$ cat src/hdl/cnn_cfg_pkg.sv
/* Layer configuration record and host word layout. Count fields hold the real
   count minus one, and the reserved bits above the record must be zero. */
package cnn_cfg_pkg;

    // ==================================================
    // Host word format
    // ==================================================

    // Host bus width, fixed by the word format
    localparam int cfg_word_width = 32;

    // Width of every count field
    // Field value plus one is the real count
    localparam int count_width = 4;

    // Pooling kernel select
    localparam int pool_kernel_width = 2;

    // ==================================================
    // Configuration records
    // ==================================================

    // Pooling control
    typedef struct packed {
        logic                         pool_en;
        logic [pool_kernel_width-1:0] pool_kernel;
    } pool_cfg_t;

    // One layer, msb first, same order as the host word
    typedef struct packed {
        logic [count_width-1:0] len_row;
        logic [count_width-1:0] dep_blk;
        logic [count_width-1:0] num_blk;
        logic [count_width-1:0] num_frm;
        logic [count_width-1:0] num_pat;
        logic [count_width-1:0] num_lay;
        pool_cfg_t              pool;
    } layer_cfg_t;

    // Record occupies the low bits of the word
    localparam int cfg_field_width = $bits(layer_cfg_t);

    // Reserved bits sit above the record
    localparam int cfg_rsvd_width = cfg_word_width - cfg_field_width;

endpackage
$ cat src/hdl/layer_cfg_top.sv
/* Queue depth is 2**cfg_depth_log2 records. Three cycles from a host strobe
   to the earliest block strobe; frame and layer counts pass through only. */
`timescale 1ns/100ps

module layer_cfg_top #(
    parameter int cfg_depth_log2 = 3
) (
    input  logic                                   clk,
    input  logic                                   reset,
    input  logic                                   cfg_val,
    input  logic [cnn_cfg_pkg::cfg_word_width-1:0] cfg_word,
    input  logic                                   layer_start,
    output cnn_cfg_pkg::layer_cfg_t                cur_cfg,
    output logic                                   layer_busy,
    output logic                                   blk_val,
    output logic [cnn_cfg_pkg::count_width-1:0]    blk_idx,
    output logic [cnn_cfg_pkg::count_width-1:0]    pat_idx,
    output logic                                   layer_done,
    output logic                                   missing_cfg,
    output logic                                   cfg_overflow,
    output logic                                   cfg_rejected
);

    // ==================================================
    // Internal connections
    // ==================================================

    // Decoder to queue
    logic                    push;
    cnn_cfg_pkg::layer_cfg_t push_data;
    logic                    full;

    // Queue to sequencer
    cnn_cfg_pkg::layer_cfg_t head;
    logic                    empty;
    logic                    pop;

    // Host word check and push
    cfg_decoder decoder_i (
        .clk          (clk),
        .reset        (reset),
        .cfg_val      (cfg_val),
        .cfg_word     (cfg_word),
        .full         (full),
        .push         (push),
        .push_data    (push_data),
        .cfg_overflow (cfg_overflow),
        .cfg_rejected (cfg_rejected)
    );

    // Record queue
    cfg_fifo #(
        .payload_t  (cnn_cfg_pkg::layer_cfg_t),
        .depth_log2 (cfg_depth_log2)
    ) fifo_i (
        .clk       (clk),
        .reset     (reset),
        .push      (push),
        .push_data (push_data),
        .pop       (pop),
        .head      (head),
        .empty     (empty),
        .full      (full)
    );

    // Layer run and block walk
    layer_sequencer sequencer_i (
        .clk         (clk),
        .reset       (reset),
        .layer_start (layer_start),
        .head        (head),
        .empty       (empty),
        .pop         (pop),
        .cur_cfg     (cur_cfg),
        .layer_busy  (layer_busy),
        .blk_val     (blk_val),
        .blk_idx     (blk_idx),
        .pat_idx     (pat_idx),
        .layer_done  (layer_done),
        .missing_cfg (missing_cfg)
    );

endmodule

$ cat src/hdl/layer_sequencer.sv
/* A start while a layer runs is ignored. A start with nothing queued only
   raises missing_cfg; counts follow the value plus one rule. */
`timescale 1ns/100ps

module layer_sequencer (
    input  logic                                clk,
    input  logic                                reset,
    input  logic                                layer_start,
    input  cnn_cfg_pkg::layer_cfg_t             head,
    input  logic                                empty,
    output logic                                pop,
    output cnn_cfg_pkg::layer_cfg_t             cur_cfg,
    output logic                                layer_busy,
    output logic                                blk_val,
    output logic [cnn_cfg_pkg::count_width-1:0] blk_idx,
    output logic [cnn_cfg_pkg::count_width-1:0] pat_idx,
    output logic                                layer_done,
    output logic                                missing_cfg
);

    // ==================================================
    // State
    // ==================================================

    typedef enum logic {
        st_idle,
        st_run
    } state_t;

    state_t state;

    // Walk position flags
    logic   is_idle;
    logic   last_in_pat;
    logic   last_blk;

    assign is_idle = (state == st_idle);

    // Take a record only when idle and one is waiting
    assign pop = layer_start && is_idle && !empty;

    // End of one patch, then end of the whole layer
    assign last_in_pat = (blk_idx == cur_cfg.num_blk);
    assign last_blk    = last_in_pat && (pat_idx == cur_cfg.num_pat);

    // ==================================================
    // Control FSM
    // ==================================================

    always_ff @(posedge clk) begin
        if (reset) begin
            state <= st_idle;
        end else begin
            case (state)
                st_idle: begin
                    if (pop) begin
                        state <= st_run;
                    end
                end
                st_run: begin
                    // Back to idle after the final block
                    if (last_blk) begin
                        state <= st_idle;
                    end
                end
                default: begin
                    state <= st_idle;
                end
            endcase
        end
    end

    // Active record, held for the whole layer
    always_ff @(posedge clk) begin
        if (pop) begin
            cur_cfg <= head;
        end
    end

    // ==================================================
    // Block and patch counters
    // ==================================================

    // Blocks inside patches, blk_idx wraps first
    always_ff @(posedge clk) begin
        if (reset) begin
            blk_idx <= '0;
            pat_idx <= '0;
        end else if (pop) begin
            blk_idx <= '0;
            pat_idx <= '0;
        end else if (blk_val) begin
            if (last_in_pat) begin
                blk_idx <= '0;
                pat_idx <= pat_idx + 1'b1;
            end else begin
                blk_idx <= blk_idx + 1'b1;
            end
        end
    end

    // One block strobe per running cycle
    assign layer_busy = !is_idle;
    assign blk_val    = layer_busy;
    assign layer_done = blk_val && last_blk;

    // Start seen with an empty queue
    always_ff @(posedge clk) begin
        if (reset) begin
            missing_cfg <= 1'b0;
        end else begin
            missing_cfg <= layer_start && is_idle && empty;
        end
    end

endmodule

$ cat src/hdl/cfg_fifo.sv
/* Depth is a power of two. The caller must not push when full or pop when
   empty; neither condition is re-checked here. */
`timescale 1ns/100ps

module cfg_fifo #(
    parameter type payload_t  = logic [7:0],
    parameter int  depth_log2 = 3
) (
    input  logic     clk,
    input  logic     reset,
    input  logic     push,
    input  payload_t push_data,
    input  logic     pop,
    output payload_t head,
    output logic     empty,
    output logic     full
);

    // ==================================================
    // Storage
    // ==================================================

    localparam int depth = 1 << depth_log2;

    // Register array, no reset on payload
    payload_t mem [depth];

    // Pointers carry one extra wrap bit
    logic [depth_log2:0]   wr_ptr;
    logic [depth_log2:0]   rd_ptr;

    // Array addresses
    logic [depth_log2-1:0] wr_addr;
    logic [depth_log2-1:0] rd_addr;

    assign wr_addr = wr_ptr[depth_log2-1:0];
    assign rd_addr = rd_ptr[depth_log2-1:0];

    // Write port
    always_ff @(posedge clk) begin
        if (push) begin
            mem[wr_addr] <= push_data;
        end
    end

    // ==================================================
    // Pointer update
    // ==================================================

    // Push and pop may land in the same cycle
    always_ff @(posedge clk) begin
        if (reset) begin
            wr_ptr <= '0;
            rd_ptr <= '0;
        end else begin
            if (push) begin
                wr_ptr <= wr_ptr + 1'b1;
            end
            if (pop) begin
                rd_ptr <= rd_ptr + 1'b1;
            end
        end
    end

    // ==================================================
    // Status and read data
    // ==================================================

    // Oldest entry, visible without a pop
    assign head = mem[rd_addr];

    // Same pointers means nothing held
    assign empty = (wr_ptr == rd_ptr);

    // Same address, different wrap bit
    assign full = (wr_addr == rd_addr) && (wr_ptr[depth_log2] != rd_ptr[depth_log2]);

endmodule

$ cat src/hdl/cfg_decoder.sv
/* Host words are registered, then checked one cycle later. A word that finds
   the queue full is lost, and both error flags stay set until reset. */
`timescale 1ns/100ps

module cfg_decoder (
    input  logic                                   clk,
    input  logic                                   reset,
    input  logic                                   cfg_val,
    input  logic [cnn_cfg_pkg::cfg_word_width-1:0] cfg_word,
    input  logic                                   full,
    output logic                                   push,
    output cnn_cfg_pkg::layer_cfg_t                push_data,
    output logic                                   cfg_overflow,
    output logic                                   cfg_rejected
);

    // ==================================================
    // Input stage
    // ==================================================

    logic                                   word_val_q;
    logic [cnn_cfg_pkg::cfg_word_width-1:0] word_q;
    logic                                   rsvd_bad;
    logic                                   word_good;

    // Strobe delayed by one cycle
    always_ff @(posedge clk) begin
        if (reset) begin
            word_val_q <= 1'b0;
        end else begin
            word_val_q <= cfg_val;
        end
    end

    // Word payload, loaded on strobe only
    always_ff @(posedge clk) begin
        if (cfg_val) begin
            word_q <= cfg_word;
        end
    end

    // ==================================================
    // Check and push
    // ==================================================

    // Any reserved bit set marks a malformed word
    assign rsvd_bad  = |word_q[cnn_cfg_pkg::cfg_word_width-1 -: cnn_cfg_pkg::cfg_rsvd_width];
    assign word_good = word_val_q && !rsvd_bad;

    // Push only when the queue has room this cycle
    assign push      = word_good && !full;
    assign push_data = cnn_cfg_pkg::layer_cfg_t'(word_q[cnn_cfg_pkg::cfg_field_width-1:0]);

    // Sticky error flags
    always_ff @(posedge clk) begin
        if (reset) begin
            cfg_overflow <= 1'b0;
            cfg_rejected <= 1'b0;
        end else begin
            // Good word dropped on a full queue
            if (word_good && full) begin
                cfg_overflow <= 1'b1;
            end
            // Reserved bits nonzero, never queued
            if (word_val_q && rsvd_bad) begin
                cfg_rejected <= 1'b1;
            end
        end
    end

endmodule

$ cat config.mk
export PLATFORM = sky130hd
export DESIGN_NAME = layer_cfg_top
export DESIGN_NICKNAME = d
export VERILOG_FILES = /design/src/hdl/cnn_cfg_pkg.sv /design/src/hdl/layer_cfg_top.sv /design/src/hdl/layer_sequencer.sv /design/src/hdl/cfg_fifo.sv /design/src/hdl/cfg_decoder.sv
export SDC_FILE = /design/constraint.sdc
export NUM_CORES = 1
export LEC_CHECK = 0
export ABC_AREA = 0
export BUFFER_PORTS_ARGS = -buffer_cell sky130_fd_sc_hd__buf_2
export CAP_MARGIN = 25
export CORE_MARGIN = 3
export CORE_UTILIZATION = 50
export DETAILED_ROUTE_END_ITERATION = 8
export GPL_TIMING_DRIVEN = 0
export PLACE_DENSITY = 0.81
export SYNTH_ARGS = -nofsm -noshare
export SYNTH_HDL_FRONTEND = slang
export SYNTH_SLANG_ARGS = --single-unit
$ cat constraint.sdc
create_clock -name clk -period 4.5 [get_ports clk]
set_clock_uncertainty 0.1 [all_clocks]
set_input_delay 0.45 -clock clk [delete_from_list [all_inputs] [get_ports clk]]
set_output_delay 0.45 -clock clk [all_outputs]
set_load 0.03 [all_outputs]
==> run metrics, run 1 <==
clock root buffer clkbuf_16; CP Launch Point decoder_i.word_q[30]; Worst-path clk slew ~0.06 ns; Post-synth EDFFs 275; yosys warns 0; VDD IR max roughly 260 µV; Syn Nets around 550; Fin Hold WS approximately 0.037 ns; via count 5496; first-pass GRT wire length approximately 34000 µm; post-synthesis simple-gate area fraction 0.0304; Post-CTS Setup Bufs 0; Rel. slew slack 0.346; peak per-stage delay on the critical path 0.73 ns; Max Slew Vio Count 0; crit path time final 3.03 ns; count leader, synth edfxtp_1; vias in the first global route 5865; Leak Pwr 4.39 nW; Detailed Place HPWL about 14000 µm; CP arrival 3.18 ns; CP required 4.65 ns; Die ar. 24000 µm²; antenna viol nets, final 0; Vias/cell 5.68; drt first-iter violations 642; Fillers 1403; DR WL/cell approximately 23 µm; Min-Delay Path Class in -> reg; DRT Wirelength 22200 µm; Final period util 0.674; Clock Latency Late Sink 0.54 ns; Synth Flop Type edfxtp_1; synth top area cells edfxtp_1 74%, mux4_2 11%, dfxtp_1 3.8%; critical-path maximum fanout 10; utilization after layout 0.625; R2R depth 7; Hold Buf Count CTS 31; Hold Path Depth 1; net switching power ~1.0 mW; num ports 77; CP cell instances nor4b_2 -> nand2_1 -> or2_1 -> clkbuf_1 -> nor3_2 -> buf_6 -> buf_6; initial antenna violation count 1; worst setup path class reg -> reg; Adder-Cell Fraction of Synth Area 0.00451; # H-tree levels 1; # nets final 710; Most common cell on crit path buf_6; async set-reset flop share out of synthesis 0; Netlist cell types 42; Yosys top cell by area edfxtp_1; switching part of the total 0.188; mean post-synth cell area 21.8 µm²; kind of end point of the critical path flip-flop; CP Capture Point fifo_i.mem[6][24]; post-cts sizing count 0; post-synth top area share 0.744; Final Power 5.55 mW; # Max-Cap Violations 0; status finished clean; Syn Inst Count 509; Die X about 150 µm; worst min-delay path startpoint cfg_word[9]; Global Route Usage Sum 0.187; # setup viols final 0; RSZ-0062 raised after global routing false; mapped cell area 11100 µm²; internal power ~4.5 mW; largest net degree at the start of global routing 34; die height approximately 150 µm; Flop pwr share 0.558; Slowest-stage cell, CP nor3_2; Num CTS Buffers 28; share of cells above drive strength 1 0.364; FF+latch count, synth 296; Sink Count 296; P&R area growth vs syn 20.6%; CORE AREA 21400 µm²; # DRC 0; worst flop-to-flop path startpoint decoder_i.word_q[30]; mux cell area share after synthesis 0.142; Synth Area in Compound Gates 0.0130; initial cell density of the core 0.518; antenna fix cells 0; clock network power share 0.425; Comb power frac 0.017; main combinational cell family by area after synthesis multiplexers; Slew @ Worst Pin 0.976 ns; reg2reg setup slack 1.47 ns; Max clock buf depth 3; Hold Vio Cnt, Final 0; global route total overflow 0; num rows 53; power per cell area 414 nW/µm²; Commonest cells post-synth 275 x edfxtp_1, 54 x mux4_2, 27 x mux2_2; critical path launch point type flip-flop; DRT Pass-1 Iters 5; sequential fraction of the synthesis area 0.782; Synth Area in XOR/XNOR 0.0139; Placer Congestion about 0.88; PortBufs 75; Reg2Reg Capture Point fifo_i.mem[6][24]; Max Clk Rate 330 MHz; CTS tree done
[cell type report]
| cell class | instances | area, µm² | share of cell area |
|---|---|---|---|
| Buffer | 25 | 149 | 0.0111 |
| Clock buffer | 36 | 752 | 0.0562 |
| Clock inverter | 16 | 174 | 0.0130 |
| Inverter | 3 | 11.3 | 0.000841 |
| Multi-Input combinational cell | 185 | 2300 | 0.172 |
| Sequential cell | 296 | 8680 | 0.648 |
| Tap cell | 275 | 344 | 0.0257 |
| Timing Repair Buffer | 131 | 973 | 0.0727 |
[sequential cells by signal, indices dropped and copies added (netlist names)]
register,cells
decoder_i.cfg_overflow,1
fifo_i.wr_ptr,4
decoder_i.word_q,32
decoder_i.cfg_rejected,1
sequencer_i.blk_val,1
decoder_i.word_val_q,1
fifo_i.rd_ptr,4
sequencer_i.pat_idx,4
sequencer_i.cur_cfg,27
fifo_i.mem,216
sequencer_i.missing_cfg,1
sequencer_i.blk_idx,4
[how the worst min path moves through the flow]
stage,slack [ns],end
6_report,0.04,decoder_i.word_q[9]
5_1_grt,0.02,decoder_i.word_q[9]
4_1_cts,0.007,decoder_i.word_q[9]
3_5_place_dp,0.36,decoder_i.cfg_overflow
3_3_place_gp,0.35,decoder_i.cfg_overflow
2_1_floorplan,0.35,decoder_i.cfg_rejected
[power by group through the flow]
stage	Sequential, mW	Clock (mW)	Combinational, mW
2_1_floorplan	3.14	0	0.0310
3_3_place_gp	3.15	0	0.0696
3_5_place_dp	3.15	0	0.0730
4_1_cts	3.09	2.40	0.0943
5_1_grt	3.10	2.51	0.102
6_report	3.09	2.36	0.0931
[metal layers]
metal  GRT usage  vias up  share of wire
met3      0.0295       54          0.067
li1            -     2400              -
met5           0        -        0.00059
met2       0.328      222           0.52
met4      0.0576        2          0.025
met1       0.243     2818           0.39
[placed cells by master, fill, tap and decap left out, types with 3 or more instances in the layout]
| cell type | synthesis | final |
|---|---|---|
| a21oi_1 | 10 | 10 |
| bufinv_16 | 0 | 4 |
| xnor2_1 | 10 | 10 |
| buf_4 | 4 | 13 |
| clkbuf_1 | 8 | 15 |
| buf_6 | 4 | 16 |
| nor2_1 | 12 | 11 |
| clkinv_1 | 0 | 5 |
| nand2_1 | 6 | 6 |
| clkinv_2 | 0 | 7 |
| nor2b_1 | 3 | 3 |
| nor3_2 | 0 | 5 |
| edfxtp_1 | 275 | 275 |
| nand3_1 | 3 | 3 |
| nand2b_1 | 6 | 6 |
| inv_1 | 3 | 3 |
| dlygate4sd3_1 | 0 | 31 |
| xnor2_2 | 3 | 3 |
| nand4_1 | 6 | 6 |
| mux4_2 | 54 | 54 |
| mux2_2 | 27 | 27 |
| ha_1 | 4 | 4 |
| buf_2 | 8 | 83 |
| mux2_1 | 3 | 3 |
| or3_1 | 4 | 4 |
| o21ai_0 | 4 | 4 |
| dfxtp_1 | 21 | 21 |
| clkbuf_16 | 0 | 29 |
[worst max-delay path: cells and delay by family (launching register included)]
| family | cells | cell delay [ns] |
|---|---|---|
| simple gates | 4 | 1.52 |
| flops | 1 | 0.40 |
| buf+inv | 3 | 0.71 |
[logic make-up (layout without fill, tap and decap cells)]
group / after synthesis / after routing
DFF: 296 / 296
adders and majority gates: 4 / 4
buffers and inverters: 28 / 211
and+or+nand+nor: 59 / 59
xor gates and xnor gates: 15 / 15
AOI/OAI and AO/OA: 21 / 21
muxes: 86 / 86
[per-stage QoR]
| step | area, µm² | worst slack (ns) | TNS (ns) | cells |
|---|---|---|---|---|
| floorplan | 11100 | 0.107 | 0 | 509 |
| global placement | 11800 | -2.56 | -283.24 | 859 |
| detailed placement | 12200 | 1.49 | 0 | 884 |
| CTS | 13400 | 1.47 | 0 | 967 |
| global route | 13400 | 1.28 | 0 | 967 |
| finish | 13400 | 1.47 | 0 | 967 |
(Power assumes the default switching activity.)
==> run 2, diff against run 1 <==
- clock period: 4.5 -> 2.5 ns (I/O delays scaled with it)
==> run 2 against run 1 <==
  * Wire length down 3.6%
  * Count of clock-buffer cells in the layout fell by 2
  * Final cell count grew 0.21%
  * Critical path depth unchanged
  * Via count decreased by 1.0%
  * Total power up 80%
  * Final area up 1.6%
  * Critical path type unchanged
  * Largest cell class unchanged
  * Largest power group unchanged
==> run metrics, run 2 (synthesized netlist as in run 1, its figures left out) <==
dpl ws -0.366 ns; Reg2Reg Capture Point fifo_i.mem[4][24]; Rel. slew slack 0.382; net switching power between 1.5 and 2 mW; Hold Vio Cnt, Final 0; Vias/cell 5.61; P&R area growth vs syn 22.6%; worst min-delay path startpoint reset; initial cell density of the core 0.518; final setup margin 0.136 ns; GR Util met1 0.241; Worst-path clk slew about 0.06 ns; antenna fix cells 0; # nets final 713; num rows 53; internal power 8.11 mW; status finished clean; vias in the first global route 5722; peak per-stage delay on the critical path 0.43 ns; Top Family by Delay on Critical Path simple AND/OR/NAND/NOR gates; GRT Max-Usage Layer met2; reg2reg setup slack 0.14 ns; first-pass GRT wire length roughly 33000 µm; num ports 77; # DRC 0; Setup TNS Final 0 ns; GR Util met3 0.0278; Leak Pwr 4.47 nW; Slew @ Worst Pin 0.928 ns; global route total overflow 0; clock root buffer clkbuf_16; Comb power frac 0.017; CTS tree done; critical-path maximum fanout 11; CP cell instances nor4b_4 -> nand2_2 -> or2_1 -> clkbuf_8 -> nor4_4 -> buf_4 -> buf_6; leading cell type in the layout, fill and taps excluded edfxtp_1; PortBufs 75; switching part of the total 0.188; Slowest-stage cell, CP edfxtp_1; # Max-Cap Violations 0; design area ~14000 µm²; DRT Wirelength 21400 µm; Min-Delay Path Class in -> reg; VDD IR max just over 500 µV; Max Slew Vio Count 0; Biggest register fifo_i.mem; share of cells above drive strength 1 0.367; RSZ-0062 raised after global routing false; Max clock buf depth 3; worst flop-to-flop path startpoint decoder_i.word_q[31]; clock network power share 0.425; M2 GR Usage 0.310; Die ar. ~24000 µm²; CP required 2.64 ns; worst hold endpoint fifo_i.wr_ptr[0]; Clock Latency Late Sink 0.54 ns; Placed Area 12200 µm²; Flop pwr share 0.557; initial antenna violation count 0; # H-tree levels 1; max reg flops 216; Die X 155 µm; worst setup path class reg -> reg; DR WL/cell 22.0 µm; top flop regs fifo_i.mem x216, decoder_i.word_q x32, sequencer_i.cur_cfg x27; crit path time final roughly 2.4 ns; Placer Congestion 0.873; Max Clk Rate 423 MHz; largest net degree at the start of global routing 34; drt first-iter violations 429; antenna viol nets, final 0; # setup viols final 0; kind of end point of the critical path flip-flop; Detailed Place HPWL 13100 µm; CORE AREA 21400 µm²; Hold Path Depth 3; utilization after layout 0.635; via count 5439; R2R depth 7; critical path launch point type flip-flop; power per cell area ~730 nW/µm²; most frequent cells in the layout 275 x edfxtp_1, 82 x buf_2, 54 x mux4_2; DRT Pass-1 Iters 5; Sink Count roughly 300; Final period util 0.946; WP buf/inv 3; Global Route Usage Sum 0.179; Num CTS Buffers 29; CP arrival 2.51 ns; die height 155 µm
[run 2: cell types whose count changed in the layout (fill, tap and decap cells not counted), sizes merged]
cell / delta
dlygate4sd3: +2
clkinvlp: +2
inv: +1
clkinv: -1
buf: -1
clkbuf: -1
[run 2: final cells by class]
type / count / area, µm²
buffer: 25 / 171
timing repair buffer: 133 / 1080
multi-input combinational: 185 / 2390
inverter: 3 / 11.3
clock buffer: 34 / 744
tap: 275 / 344
fill: 1394 / 7810
sequential: 296 / 8680
clock inverter: 18 / 189
[run 2: how the worst max path moves through the flow]
stage / start / end / slack (ns) / cells past startpoint
floorplan: decoder_i.word_q[31] / fifo_i.mem[0][0] / -0.25 / 5
global placement: decoder_i.word_q[31] / fifo_i.mem[0][21] / -1.08 / 5
detailed placement: decoder_i.word_q[31] / fifo_i.mem[5][22] / -0.37 / 6
CTS: fifo_i.rd_ptr[1] / sequencer_i.cur_cfg[2] / 0.03 / 4
global route: decoder_i.word_q[31] / fifo_i.mem[4][26] / 0.03 / 7
finish: decoder_i.word_q[31] / fifo_i.mem[4][24] / 0.14 / 7
[run 2: repair_timing]
action,in CTS,in global routing
hold buffers,33,0
gates resized for setup,0,5
pin swaps,7,0
endpoints found under the setup margin,174,85
buffers inserted,12,1
endpoints found under the hold margin,33,0
[run 2: routing by layer]
layer | up-vias | share of wire
met5 | - | 0
met4 | 0 | 0.022
met3 | 40 | 0.062
met2 | 196 | 0.51
met1 | 2794 | 0.41
li1 | 2409 | -
[run 2: metrics by stage]
stage                     cells  total power [mW]  hold slack [ns]
after floorplan             509              5.71            0.249
after global placement      859              5.79            0.329
after detailed placement    871              5.80            0.328
after CTS                   968              10.1            0.114
after global routing        969              10.3            0.191
final                       969              9.99            0.160
[run 2: worst register-to-register path, delay by kind of cell (launching register included)]
| family | cells | cell delay [ns] |
|---|---|---|
| and+or+nand+nor | 4 | 0.99 |
| buffers and inverters | 3 | 0.55 |
| DFF | 1 | 0.43 |
[run 2: power groups by stage]
stage | registers [mW] | clock network (mW) | logic (mW)
6_report | 5.57 | 4.25 | 0.174
5_1_grt | 5.58 | 4.52 | 0.189
4_1_cts | 5.57 | 4.33 | 0.175
3_5_place_dp | 5.67 | 0 | 0.133
3_3_place_gp | 5.66 | 0 | 0.127
2_1_floorplan | 5.66 | 0 | 0.0571
